--- config.mk ---
export PLATFORM = sky130hd
export DESIGN_NAME = dt_coef_top
export DESIGN_NICKNAME = d
export VERILOG_FILES = /design/src/hdl/dt_coef_pkg.sv /design/src/hdl/fp_mul_pkg.sv /design/src/hdl/dt_coef_bank.sv /design/src/hdl/dt_coef_seq.sv /design/src/hdl/dt_coef_top.sv /design/src/hdl/dt_step_rom.sv
export VERILOG_INCLUDE_DIRS = /design/src /design/src/hdl
export SDC_FILE = /design/constraint.sdc
export NUM_CORES = 1
export LEC_CHECK = 0
export BUFFER_PORTS_ARGS = -buffer_cell sky130_fd_sc_hd__buf_4
export CAP_MARGIN = 20
export CORE_AREA = 8 8 392 394
export DETAILED_ROUTE_END_ITERATION = 10
export DIE_AREA = 0 0 400 402
export GPL_ROUTABILITY_DRIVEN = 0
export PLACE_DENSITY = 0.59
export RECOVER_POWER = 50
export SYNTH_ARGS = -nofsm -noshare
export SYNTH_HDL_FRONTEND = slang
export SYNTH_SLANG_ARGS = --single-unit
--- constraint.sdc ---
create_clock -name clk -period 38.7 [get_ports clk]
set_clock_uncertainty 0.1 [all_clocks]
set_input_delay 11.61 -clock clk [delete_from_list [all_inputs] [get_ports clk]]
set_output_delay 11.61 -clock clk [all_outputs]
set_load 0.01 [all_outputs]
--- src/hdl/dt_coef_config.svh ---
`ifndef DT_COEF_CONFIG_SVH
`define DT_COEF_CONFIG_SVH

// one IEEE-754 double
`define DT_WIDTH 64

// multiplier operations per sequence
`define NUM_STEPS 14

// published coefficient fields
`define NUM_COEFS 12

// --------------------
// scale factors, double bit patterns
// --------------------
`define FP_TWO            64'h4000_0000_0000_0000
`define FP_HALF           64'h3fe0_0000_0000_0000
`define FP_THREE_HALVES   64'h3ff8_0000_0000_0000
`define FP_THIRD          64'h3fd5_5555_5555_5555
`define FP_SIXTH          64'h3fc5_5555_5555_5555
`define FP_TWO_THIRDS     64'h3fe5_5555_5555_5555
`define FP_QUARTER        64'h3fd0_0000_0000_0000
`define FP_TWELFTH        64'h3fb5_5555_5555_5555

// 0.41666..., rounded to nearest
`define FP_FIVE_TWELFTHS  64'h3fda_aaaa_aaaa_aaab

`endif

--- src/hdl/dt_coef_pkg.sv ---
`default_nettype none

`include "dt_coef_config.svh"

package dt_coef_pkg;

    // operand source for one multiplier port
    typedef enum logic [2:0] {
        OP_DT,
        OP_DT2,
        OP_DT3,
        OP_DT4,
        OP_CONST
    } opnd_sel_t;

    // result destination
    // values below NUM_COEFS index the coefficient fields, in coef_set_t order
    typedef enum logic [3:0] {
        D_DELTA_T2,
        D_DT2,          // power register and coefficient field
        D_HALF_DT2,
        D_THREE2_DT2,
        D_HALF_DT3,
        D_THIRD_DT3,
        D_SIXTH_DT3,
        D_TWO3_DT3,
        D_QUARTER_DT4,
        D_SIXTH_DT4,
        D_TWELFTH_DT4,
        D_FIVE12_DT4,
        D_DT3,          // power only
        D_DT4           // power only
    } dest_t;

    typedef struct packed {
        opnd_sel_t            a_sel;
        opnd_sel_t            b_sel;
        logic [`DT_WIDTH-1:0] const_val;
        dest_t                dest;
    } step_t;

    typedef struct packed {
        logic [`DT_WIDTH-1:0] delta_t2;     // 2*dt
        logic [`DT_WIDTH-1:0] dt2;
        logic [`DT_WIDTH-1:0] half_dt2;
        logic [`DT_WIDTH-1:0] three2_dt2;
        logic [`DT_WIDTH-1:0] half_dt3;
        logic [`DT_WIDTH-1:0] third_dt3;
        logic [`DT_WIDTH-1:0] sixth_dt3;
        logic [`DT_WIDTH-1:0] two3_dt3;
        logic [`DT_WIDTH-1:0] quarter_dt4;
        logic [`DT_WIDTH-1:0] sixth_dt4;
        logic [`DT_WIDTH-1:0] twelfth_dt4;
        logic [`DT_WIDTH-1:0] five12_dt4;
    } coef_set_t;

endpackage

`default_nettype wire

--- src/hdl/fp_mul_pkg.sv ---
`default_nettype none

`include "dt_coef_config.svh"

package fp_mul_pkg;

    // request to the shared multiplier
    typedef struct packed {
        logic [`DT_WIDTH-1:0] a;
        logic [`DT_WIDTH-1:0] b;
    } mul_req_t;

    // product back from the multiplier
    typedef struct packed {
        logic [`DT_WIDTH-1:0] y;
    } mul_resp_t;

endpackage

`default_nettype wire

--- src/hdl/dt_coef_bank.sv ---
`timescale 1ns/10ps
`default_nettype none

`include "dt_coef_config.svh"

module dt_coef_bank (
    input  logic                  clk,
    input  logic                  rst_n,
    input  logic                  res_we,
    input  dt_coef_pkg::dest_t    res_dest,
    input  logic [`DT_WIDTH-1:0]  res_data,
    input  logic                  seq_start,
    input  logic                  seq_last,
    output dt_coef_pkg::coef_set_t coefs,
    output logic                  done,
    output logic                  valid
);
    import dt_coef_pkg::*;

    logic [`DT_WIDTH-1:0] coef_q [`NUM_COEFS];

    always_ff @(posedge clk or negedge rst_n) begin
        if (!rst_n) begin
            for (int i = 0; i < `NUM_COEFS; i++)
                coef_q[i] <= '0;
            done  <= 1'b0;
            valid <= 1'b0;
        end else begin
            done <= 1'b0;
            if (res_we && (res_dest < `NUM_COEFS))  // power-only writes skip the bank
                coef_q[res_dest] <= res_data;
            if (seq_start) begin
                valid <= 1'b0;
            end else if (res_we && seq_last) begin
                valid <= 1'b1;
                done  <= 1'b1;
            end
        end
    end

    always_comb begin
        coefs.delta_t2    = coef_q[D_DELTA_T2];
        coefs.dt2         = coef_q[D_DT2];
        coefs.half_dt2    = coef_q[D_HALF_DT2];
        coefs.three2_dt2  = coef_q[D_THREE2_DT2];
        coefs.half_dt3    = coef_q[D_HALF_DT3];
        coefs.third_dt3   = coef_q[D_THIRD_DT3];
        coefs.sixth_dt3   = coef_q[D_SIXTH_DT3];
        coefs.two3_dt3    = coef_q[D_TWO3_DT3];
        coefs.quarter_dt4 = coef_q[D_QUARTER_DT4];
        coefs.sixth_dt4   = coef_q[D_SIXTH_DT4];
        coefs.twelfth_dt4 = coef_q[D_TWELFTH_DT4];
        coefs.five12_dt4  = coef_q[D_FIVE12_DT4];
    end

endmodule

`default_nettype wire

--- src/hdl/dt_coef_seq.sv ---
`timescale 1ns/10ps
`default_nettype none

`include "dt_coef_config.svh"

module dt_coef_seq (
    input  logic                   clk,
    input  logic                   rst_n,
    input  logic                   start,
    input  logic [`DT_WIDTH-1:0]   delta_t,
    input  dt_coef_pkg::step_t     step,
    output logic [3:0]             step_idx,
    output logic                   mul_req_valid,
    input  logic                   mul_req_ready,
    output fp_mul_pkg::mul_req_t   mul_req,
    input  logic                   mul_resp_valid,
    output logic                   mul_resp_ready,
    input  fp_mul_pkg::mul_resp_t  mul_resp,
    output logic                   res_we,
    output dt_coef_pkg::dest_t     res_dest,
    output logic [`DT_WIDTH-1:0]   res_data,
    output logic                   seq_start,
    output logic                   seq_last
);
    import dt_coef_pkg::*;

    typedef enum logic [1:0] {
        ST_IDLE,
        ST_REQ,
        ST_WAIT
    } state_t;

    state_t               state;
    logic                 restart_pend;  // old product still in flight
    logic [`DT_WIDTH-1:0] dt_q;
    logic [`DT_WIDTH-1:0] dt_next;       // dt held for a pending restart
    logic [`DT_WIDTH-1:0] pow2;
    logic [`DT_WIDTH-1:0] pow3;
    logic [`DT_WIDTH-1:0] pow4;
    logic                 req_fire;
    logic                 resp_fire;
    logic                 last_step;
    logic                 flush;
    logic                 res_wr;

    function automatic logic [`DT_WIDTH-1:0] opnd(input opnd_sel_t sel);
        unique case (sel)
            OP_DT:   return dt_q;
            OP_DT2:  return pow2;
            OP_DT3:  return pow3;
            OP_DT4:  return pow4;
            default: return step.const_val;
        endcase
    endfunction

    assign mul_req_valid  = (state == ST_REQ);
    assign mul_resp_ready = (state == ST_WAIT);
    assign req_fire       = mul_req_valid && mul_req_ready;
    assign resp_fire      = mul_resp_valid && mul_resp_ready;
    assign last_step      = (step_idx == 4'(`NUM_STEPS - 1));

    // product of an abandoned sequence is dropped
    assign flush  = resp_fire && (start || restart_pend);
    assign res_wr = resp_fire && !(start || restart_pend);

    always_comb begin
        mul_req.a = opnd(step.a_sel);
        mul_req.b = opnd(step.b_sel);
    end

    // --------------------
    // request/wait control
    // --------------------
    always_ff @(posedge clk or negedge rst_n) begin
        if (!rst_n) begin
            state        <= ST_IDLE;
            step_idx     <= '0;
            restart_pend <= 1'b0;
            res_we       <= 1'b0;
            seq_start    <= 1'b0;
            seq_last     <= 1'b0;
        end else begin
            seq_start <= start;
            res_we    <= res_wr;
            seq_last  <= res_wr && last_step;
            unique case (state)
                ST_IDLE: begin
                    if (start) begin
                        state    <= ST_REQ;
                        step_idx <= '0;
                    end
                end
                ST_REQ: begin
                    // request stays up until taken, even across a restart
                    if (start)
                        restart_pend <= 1'b1;
                    if (req_fire)
                        state <= ST_WAIT;
                end
                ST_WAIT: begin
                    if (flush) begin
                        state        <= ST_REQ;
                        step_idx     <= '0;
                        restart_pend <= 1'b0;
                    end else if (res_wr) begin
                        state    <= last_step ? ST_IDLE : ST_REQ;
                        step_idx <= last_step ? 4'd0 : step_idx + 4'd1;
                    end else if (start) begin
                        restart_pend <= 1'b1;
                    end
                end
                default: state <= ST_IDLE;
            endcase
        end
    end

    // dt latch, powers and result payload
    always_ff @(posedge clk) begin
        if (start)
            dt_next <= delta_t;
        if ((state == ST_IDLE && start) || flush)
            dt_q <= start ? delta_t : dt_next;
        if (res_wr) begin
            res_data <= mul_resp.y;
            res_dest <= step.dest;
            unique case (step.dest)
                D_DT2:   pow2 <= mul_resp.y;
                D_DT3:   pow3 <= mul_resp.y;
                D_DT4:   pow4 <= mul_resp.y;
                default: ;
            endcase
        end
    end

endmodule

`default_nettype wire

--- src/hdl/dt_coef_top.sv ---
`timescale 1ns/10ps
`default_nettype none

`include "dt_coef_config.svh"

module dt_coef_top (
    input  logic                   clk,
    input  logic                   rst_n,
    input  logic                   start,
    input  logic [`DT_WIDTH-1:0]   delta_t,
    output logic                   mul_req_valid,
    input  logic                   mul_req_ready,
    output fp_mul_pkg::mul_req_t   mul_req,
    input  logic                   mul_resp_valid,
    output logic                   mul_resp_ready,
    input  fp_mul_pkg::mul_resp_t  mul_resp,
    output dt_coef_pkg::coef_set_t coefs,
    output logic                   done,
    output logic                   valid
);
    import dt_coef_pkg::*;

    logic [3:0]           step_idx;
    step_t                step;
    logic                 res_we;
    dest_t                res_dest;
    logic [`DT_WIDTH-1:0] res_data;
    logic                 seq_start;
    logic                 seq_last;

    dt_step_rom rom_i (
        .step_idx (step_idx),
        .step     (step)
    );

    dt_coef_seq seq_i (
        .clk            (clk),
        .rst_n          (rst_n),
        .start          (start),
        .delta_t        (delta_t),
        .step           (step),
        .step_idx       (step_idx),
        .mul_req_valid  (mul_req_valid),
        .mul_req_ready  (mul_req_ready),
        .mul_req        (mul_req),
        .mul_resp_valid (mul_resp_valid),
        .mul_resp_ready (mul_resp_ready),
        .mul_resp       (mul_resp),
        .res_we         (res_we),
        .res_dest       (res_dest),
        .res_data       (res_data),
        .seq_start      (seq_start),
        .seq_last       (seq_last)
    );

    dt_coef_bank bank_i (
        .clk       (clk),
        .rst_n     (rst_n),
        .res_we    (res_we),
        .res_dest  (res_dest),
        .res_data  (res_data),
        .seq_start (seq_start),
        .seq_last  (seq_last),
        .coefs     (coefs),
        .done      (done),
        .valid     (valid)
    );

endmodule

`default_nettype wire

--- src/hdl/dt_step_rom.sv ---
`timescale 1ns/10ps
`default_nettype none

`include "dt_coef_config.svh"

module dt_step_rom (
    input  logic [3:0]          step_idx,
    output dt_coef_pkg::step_t  step
);
    import dt_coef_pkg::*;

    // each entry only reads powers written by an earlier step
    always_comb begin
        step = '0;
        unique case (step_idx)
            // dt^2 first, everything else builds on it
            4'd0:  step = '{OP_DT,  OP_DT,    '0,                D_DT2};
            4'd1:  step = '{OP_DT,  OP_CONST, `FP_TWO,           D_DELTA_T2};

            // --------------------
            // dt^2 group
            // --------------------
            4'd2:  step = '{OP_DT2, OP_CONST, `FP_HALF,          D_HALF_DT2};
            4'd3:  step = '{OP_DT2, OP_CONST, `FP_THREE_HALVES,  D_THREE2_DT2};
            4'd4:  step = '{OP_DT2, OP_DT,    '0,                D_DT3};

            // --------------------
            // dt^3 group
            // --------------------
            4'd5:  step = '{OP_DT3, OP_CONST, `FP_HALF,          D_HALF_DT3};
            4'd6:  step = '{OP_DT3, OP_CONST, `FP_THIRD,         D_THIRD_DT3};
            4'd7:  step = '{OP_DT3, OP_CONST, `FP_SIXTH,         D_SIXTH_DT3};
            4'd8:  step = '{OP_DT3, OP_CONST, `FP_TWO_THIRDS,    D_TWO3_DT3};
            4'd9:  step = '{OP_DT3, OP_DT,    '0,                D_DT4};

            // --------------------
            // dt^4 group
            // --------------------
            4'd10: step = '{OP_DT4, OP_CONST, `FP_QUARTER,       D_QUARTER_DT4};
            4'd11: step = '{OP_DT4, OP_CONST, `FP_SIXTH,         D_SIXTH_DT4};
            4'd12: step = '{OP_DT4, OP_CONST, `FP_TWELFTH,       D_TWELFTH_DT4};
            4'd13: step = '{OP_DT4, OP_CONST, `FP_FIVE_TWELFTHS, D_FIVE12_DT4};

            default: step = '0;    // unused indices
        endcase
    end

endmodule

`default_nettype wire

==> results.txt, run 1 <==
Setup crit end kind: asynchronous set/reset pin
wire length of the first global-routing pass: 229200 um
fin crit share: 0.5211
root buffer cell: clkbuf_16
vias in the first global route: 27975
syn avg cell area: 16.70 sq um
clk slew on worst S/H paths: 0.06 ns
via count: 27405
H-tree Lvls: 4
net switching power figure: 0.0007987 W
Port Buf Inserts: 1032
hold_sp: seq_i.seq_start$_DFF_PN0_
largest stage delay on the critical path: 4.33 ns
Synth Area in Simple Gates: 0.02241
leak pwr: 26.95 nW
yosys warns: 0
Rel. slew slack: -3.230
WP data required: 39.34 ns
share of cells above drive strength 1: 0.4562
Post-Syn Area: 0.04343 sq mm
mux cell area share after synthesis: 0.2162
crit-path cells: clkbuf_1, clkbuf_1, buf_4, buf_4
clk sinks: 1168
Max Clk Rate: 0.04958 GHz
FP Rows: 141
Synth-to-Final Area Change: 30.18%
sw frac: 0.2635
Post-synth top flop: dfrtp_1
Pint: 0.002232 W
Starting Density: 0.2952
IO Count: 1033
later-pin clock latency in the skew report: 0.76 ns
largest net degree at the start of global routing: 118
Worst Path Arrival: 20.80 ns
Die Ht: 402 um
Synth Area in Compound Gates: 0.03284
Nets: 3758
CTS tree: done
Final Hold Viols: 0
Worst Path Buf+Inv: 4
Final min period: 20.17 ns
initial antenna violation count: 19
Peak VDD IR: 0.03313 mV
Syn Inst Count: 2600
gr usage total: 0.2012
Max-Cap Viols: 31
DIE AREA: 0.1608 sq mm
Synth async-reset ratio: 0.6678
Post-synth EDFFs: 324
Netlist cell types: 46
FILL cells: 14044
adder-cell share of the synthesized area: 0.002881
largest family of logic cells by synthesized area: multiplexers
final wirelength: 168200 um
Final ANT Viol Nets: 0
Final setup viols: 0
Die W: 400 um
clk buf depth: 3
Seq cells post-synth: 1168
syn nets: 2743
initial DRC count: 2024
Util after Layout: 0.3843
Top delay family on crit path: buffers and inverters
logic gate share of total power: 0.133
WS Path Type: primary input to asynchronous set/reset pin
clock share of power: 0.402
actual slew at the worst max-slew pin: 6.344 ns
Synth Area in XOR/XNOR: 0
slowest CP cell: clkbuf_1
Post-CTS Setup Inserts: 0
Post-CTS Hold Fix Bufs: 0
unrepaired setup endpoints after global routing: false
DR vias/cell: 4.831
Setup TNS: 0 ns
Congestion Overflow GR: 0
CTS resizes: 0
# DRC: 0
Initial DRT Pass Iterations: 9
post-detailed-route wirelength per cell: 29.65 um
failing checks: capacitance limit, slew limit
CORE AREA: 0.1471 sq mm
TritonCTS Buffers: 131
Reg2Reg Launch Point: seq_i.res_we$_DFF_PN0_
Startpoint Class: primary input
DPL Wire Length: 120400 um
status: complete, but fails checks
Slew Limit Fails: 1172
crit path max fanout: 117
Critical Path Start: rst_n
Pwr Density: 53.60 mW/mm^2
Worst Hold Class: register to register
sequential-to-total area share from yosys stat: 0.7029
Flop pwr share: 0.465
==> path summary, 6_finish.rpt <==
path	to	depth (start not counted)	slack, ns
min reg2reg	bank_i.done$_DFF_PN0_	1	0.30
min in group asynchronous	bank_i.coefs[596]$_DFFE_PN0P_	1	13.11
max	bank_i.coefs[748]$_DFFE_PN0P_	4	18.53
max reg2reg	bank_i.coefs[32]$_DFFE_PN0P_	5	32.93
min	bank_i.done$_DFF_PN0_	1	0.30
max in group clk	seq_i.pow4[30]$_DFFE_PP_	6	21.71
==> registers in the layout, indices dropped and copies added (netlist names), 2 cells and up <==
signal / count
bank_i.coefs: 768
seq_i.step_idx: 4
seq_i.res_dest: 4
seq_i.pow3: 64
seq_i.pow4: 64
seq_i.dt_next: 64
seq_i.res_data: 64
seq_i.pow2: 64
seq_i.state: 2
seq_i.dt_q: 64
==> per-stage QoR <==
stage               worst slack [ns]  power, W  instances  hold slack [ns]  area, sq um
floorplan                      13.05  0.001570       2600           0.3011        43430
global placement               23.16  0.001847       5411           0.3060        53170
detailed placement             23.11  0.001852       5411           0.3146        53170
CTS                            22.30  0.003082       5653           0.2959        57390
global route                   16.72  0.003143       5662           0.3103        56510
finish                         18.53  0.003031       5673           0.2964        56540
==> synthesized netlist by cell type, types with 2 or more instances <==
| cell type | instances | share of area |
|---|---|---|
| clkbuf_1 | 100 | 0.0086 |
| ha_1 | 10 | 0.0029 |
| buf_1 | 5 | 0.00043 |
| nand3_1 | 59 | 0.0068 |
| nand2b_1 | 6 | 0.00086 |
| dfrtp_1 | 780 | 0.45 |
| dfxtp_1 | 64 | 0.030 |
| a31oi_1 | 6 | 0.00086 |
| o21ai_0 | 16 | 0.0018 |
| nand2_1 | 88 | 0.0076 |
| a22oi_1 | 5 | 0.00086 |
| and2_1 | 2 | 0.00029 |
| a222oi_1 | 64 | 0.015 |
| nor2b_1 | 5 | 0.00072 |
| buf_6 | 12 | 0.0031 |
| nand3b_1 | 4 | 0.00069 |
| inv_1 | 9 | 0.00078 |
| o21a_1 | 35 | 0.0060 |
| edfxtp_1 | 324 | 0.22 |
| mux2_2 | 673 | 0.17 |
| a21o_1 | 26 | 0.0045 |
| buf_4 | 3 | 0.00052 |
| a21oi_1 | 16 | 0.0018 |
| nor4_1 | 2 | 0.00029 |
| or3_1 | 3 | 0.00043 |
| buf_2 | 80 | 0.0092 |
| mux2_1 | 160 | 0.041 |
| nor2_1 | 25 | 0.0022 |
==> per-layer routing <==
metal	wire (um)	vias to the layer above	track usage	share of wire
li1	-	11560	-	-
met1	65010	14550	0.2419	0.39
met2	84400	1051	0.3468	0.50
met3	12980	242	0.05589	0.077
met4	5823	2	0.06686	0.035
met5	13	-	0	0.000077
==> worst reg2reg max path: stages, from the launching register on <==
cell	delay, ns
dfrtp_1	0.47
nand3b_1	0.32
nor2_4	0.15
clkbuf_1	1.84
clkbuf_1	2.19
mux2_2	0.60
==> layout make-up <==
type	count	area, sq um	share of cell area
tap	1930	2415	0.04271
sequential	1168	30530	0.5400
clock inverter	34	447.9	0.007922
multi-input combinational	1223	12010	0.2124
inverter	9	33.78	0.0005975
timing repair buffer	1082	7286	0.1289
clock buffer	208	3771	0.06670
antenna	19	47.55	0.0008409
==> logic make-up after synthesis <==
logic type	after synthesis
adder cells (fa/ha/maj)	10
AO/OA/AOI/OAI	175
multiplexers	834
flip-flops	1168
buffers and inverters	209
AND/OR/NAND/NOR	204
==> cells in the final DEF (no fill, tap or decap), types with 2 or more instances in the layout <==
| master | n |
|---|---|
| diode_2 | 19 |
| nor2_4 | 7 |
| clkbuf_8 | 14 |
| dfxtp_1 | 64 |
| a31oi_1 | 6 |
| inv_6 | 4 |
| a21oi_1 | 16 |
| o21ai_0 | 16 |
| inv_1 | 9 |
| edfxtp_1 | 324 |
| or3_1 | 3 |
| nor2b_1 | 5 |
| ha_1 | 10 |
| buf_4 | 859 |
| nand3b_1 | 4 |
| mux2_1 | 194 |
| clkbuf_16 | 134 |
| mux2_2 | 639 |
| clkbuf_1 | 283 |
| nand3_1 | 59 |
| clkinv_8 | 5 |
| a222oi_1 | 64 |
| nand2_1 | 87 |
| clkinv_1 | 4 |
| nor2_1 | 18 |
| a21o_1 | 25 |
| a22oi_1 | 5 |
| clkinv_16 | 3 |
| dfrtp_1 | 780 |
| bufinv_16 | 4 |
| inv_16 | 2 |
| nand2b_1 | 6 |
| clkinv_2 | 10 |
| o21a_1 | 33 |
==> power groups by stage <==
| stage | registers (W) | clock network (W) | logic (W) |
|---|---|---|---|
| final | 0.00141 | 0.00122 | 0.000404 |
| after global routing | 0.00142 | 0.00130 | 0.000428 |
| after CTS | 0.00141 | 0.00125 | 0.000422 |
| after detailed placement | 0.00143 | 0 | 0.000421 |
| after global placement | 0.00143 | 0 | 0.000417 |
| after floorplan | 0.00142 | 0 | 0.000145 |
(Power assumes the default switching activity.)
==> inputs of run 2 (changes only) <==
clock period = 20.6 ns   (was 38.7 ns; I/O delays follow)
==> run 2 against run 1 <==
Against the previous run:
- the flow still finishes with violations (capacitance limit, slew limit)
- power increased by 86%
- flip-flop and latch count did not move
- critical path depth shrank 1
- wire length increased by 0.64%
- sequential power increased by 87%
- cell count about the same
==> results.txt, run 2 (same netlist as run 1, synthesis figures left out) <==
worst hold path depth: 1
DR vias/cell: 4.848
worst-case reg-to-reg path depth: 5
actual slew at the worst max-slew pin: 5.473 ns
failing checks: capacitance limit, slew limit
FILL cells: 14029
Finished Layout Cells: 5669
share of cells above drive strength 1: 0.4966
Slew Limit Fails: 1308
# DRC: 0
Worst Path Arrival: 13.54 ns
WS Path Type: primary input to asynchronous set/reset pin
Congestion Overflow GR: 0
Die Ht: 402 um
Setup WS post-layout: 6.946 ns
crit path max fanout: 88
Max-Cap Viols: 33
CTS resizes: 0
CORE AREA: 0.1471 sq mm
Rel. slew slack: -2.649
vias in the first global route: 27899
post-place setup slack: 9.965 ns
post-route cell area: 0.05688 sq mm
Setup TNS: 0 ns
Util after Layout: 0.3866
Final setup viols: 0
leak pwr: 27.42 nW
clk buf depth: 3
H-tree Lvls: 4
post-detailed-route wirelength per cell: 29.87 um
final wirelength: 169300 um
Synth-to-Final Area Change: 30.96%
dpl cell area: 0.05318 sq mm
Final ANT Viol Nets: 0
Peak VDD IR: 0.07917 mV
Starting Density: 0.2952
dpl cells: 5409
Final Hold Viols: 0
WP data required: 20.49 ns
clk sinks: 1168
Initial DRT Pass Iterations: 9
wire length of the first global-routing pass: 230400 um
Pwr Density: 99.26 mW/mm^2
largest net degree at the start of global routing: 166
clk slew on worst S/H paths: 0.06 ns
Max Clk Rate: 0.07324 GHz
TritonCTS Buffers: 130
Post-CTS Hold Fix Bufs: 0
initial antenna violation count: 34
root buffer cell: clkbuf_16
Largest register FFs: 768
Final min period: 13.65 ns
later-pin clock latency in the skew report: 0.74 ns
most frequent cells in the layout: buf_4 (982), dfrtp_1 (780), mux2_2 (659)
gr usage total: 0.2021
commonest non-fill, non-tap cell in the layout: buf_4
initial DRC count: 2146
CTS tree: done
via count: 27482
unrepaired setup endpoints after global routing: false
Startpoint Class: primary input
FP Rows: 141
DPL Wire Length: 120600 um
Die W: 400 um
Worst Hold Class: register to register
DIE AREA: 0.1608 sq mm
fin crit share: 0.6628
status: complete, but fails checks
Port Buf Inserts: 1032
Setup crit end kind: asynchronous set/reset pin
IO Count: 1033
Post-CTS Setup Inserts: 0
Nets: 3756
## run 2: power breakdown
group	switching (W)	internal, W	total (W)
logic	0.000426	0.000351	0.000777
clock network	0.000973	0.00126	0.00223
registers	0.000105	0.00253	0.00264
## run 2: area by class of cell
cell class / count / area, sq um / area share
Sequential cell: 1168 / 30530 / 0.5368
Multi-Input combinational cell: 1223 / 12010 / 0.2111
Timing Repair Buffer: 1081 / 7776 / 0.1367
Clock buffer: 188 / 3592 / 0.06316
Tap cell: 1930 / 2415 / 0.04246
Clock inverter: 46 / 460.4 / 0.008096
Antenna cell: 24 / 60.06 / 0.001056
Inverter: 9 / 33.78 / 0.0005940
## run 2: stage by stage
step / total power [W] / hold slack (ns)
global route: 0.005846 / 0.3421
CTS: 0.005718 / 0.3205
detailed placement: 0.003479 / 0.3135
finish: 0.005646 / 0.3175
global placement: 0.003470 / 0.3090
floorplan: 0.002949 / 0.3011
## run 2: critical path, stage by stage
cell and delay (ns):
clkbuf_1 3.76, clkbuf_1 0.80, clkbuf_1 2.66
## run 2: final timing paths
check | from | slack [ns] | to
min reg2reg | seq_i.seq_start$_DFF_PN0_ | 0.32 | bank_i.valid$_DFFE_PN0P_
max | rst_n | 6.95 | bank_i.coefs[513]$_DFFE_PN0P_
max reg2reg | seq_i.res_dest[3]$_DFFE_PP_ | 14.34 | bank_i.coefs[386]$_DFFE_PN0P_
min | seq_i.seq_start$_DFF_PN0_ | 0.32 | bank_i.valid$_DFFE_PN0P_
min in group asynchronous | rst_n | 7.34 | bank_i.coefs[576]$_DFFE_PN0P_
max in group clk | seq_i.step_idx[2]$_DFFE_PN0P_ | 9.26 | mul_req[66]
## run 2: per-layer routing
metal | vias to the layer above | GRT usage | wire length [um]
met2 | 1126 | 0.3453 | 84400
met5 | - | 0 | 41
met4 | 6 | 0.07087 | 6181
met1 | 14549 | 0.2480 | 66230
li1 | 11545 | - | -
met3 | 256 | 0.05036 | 12460
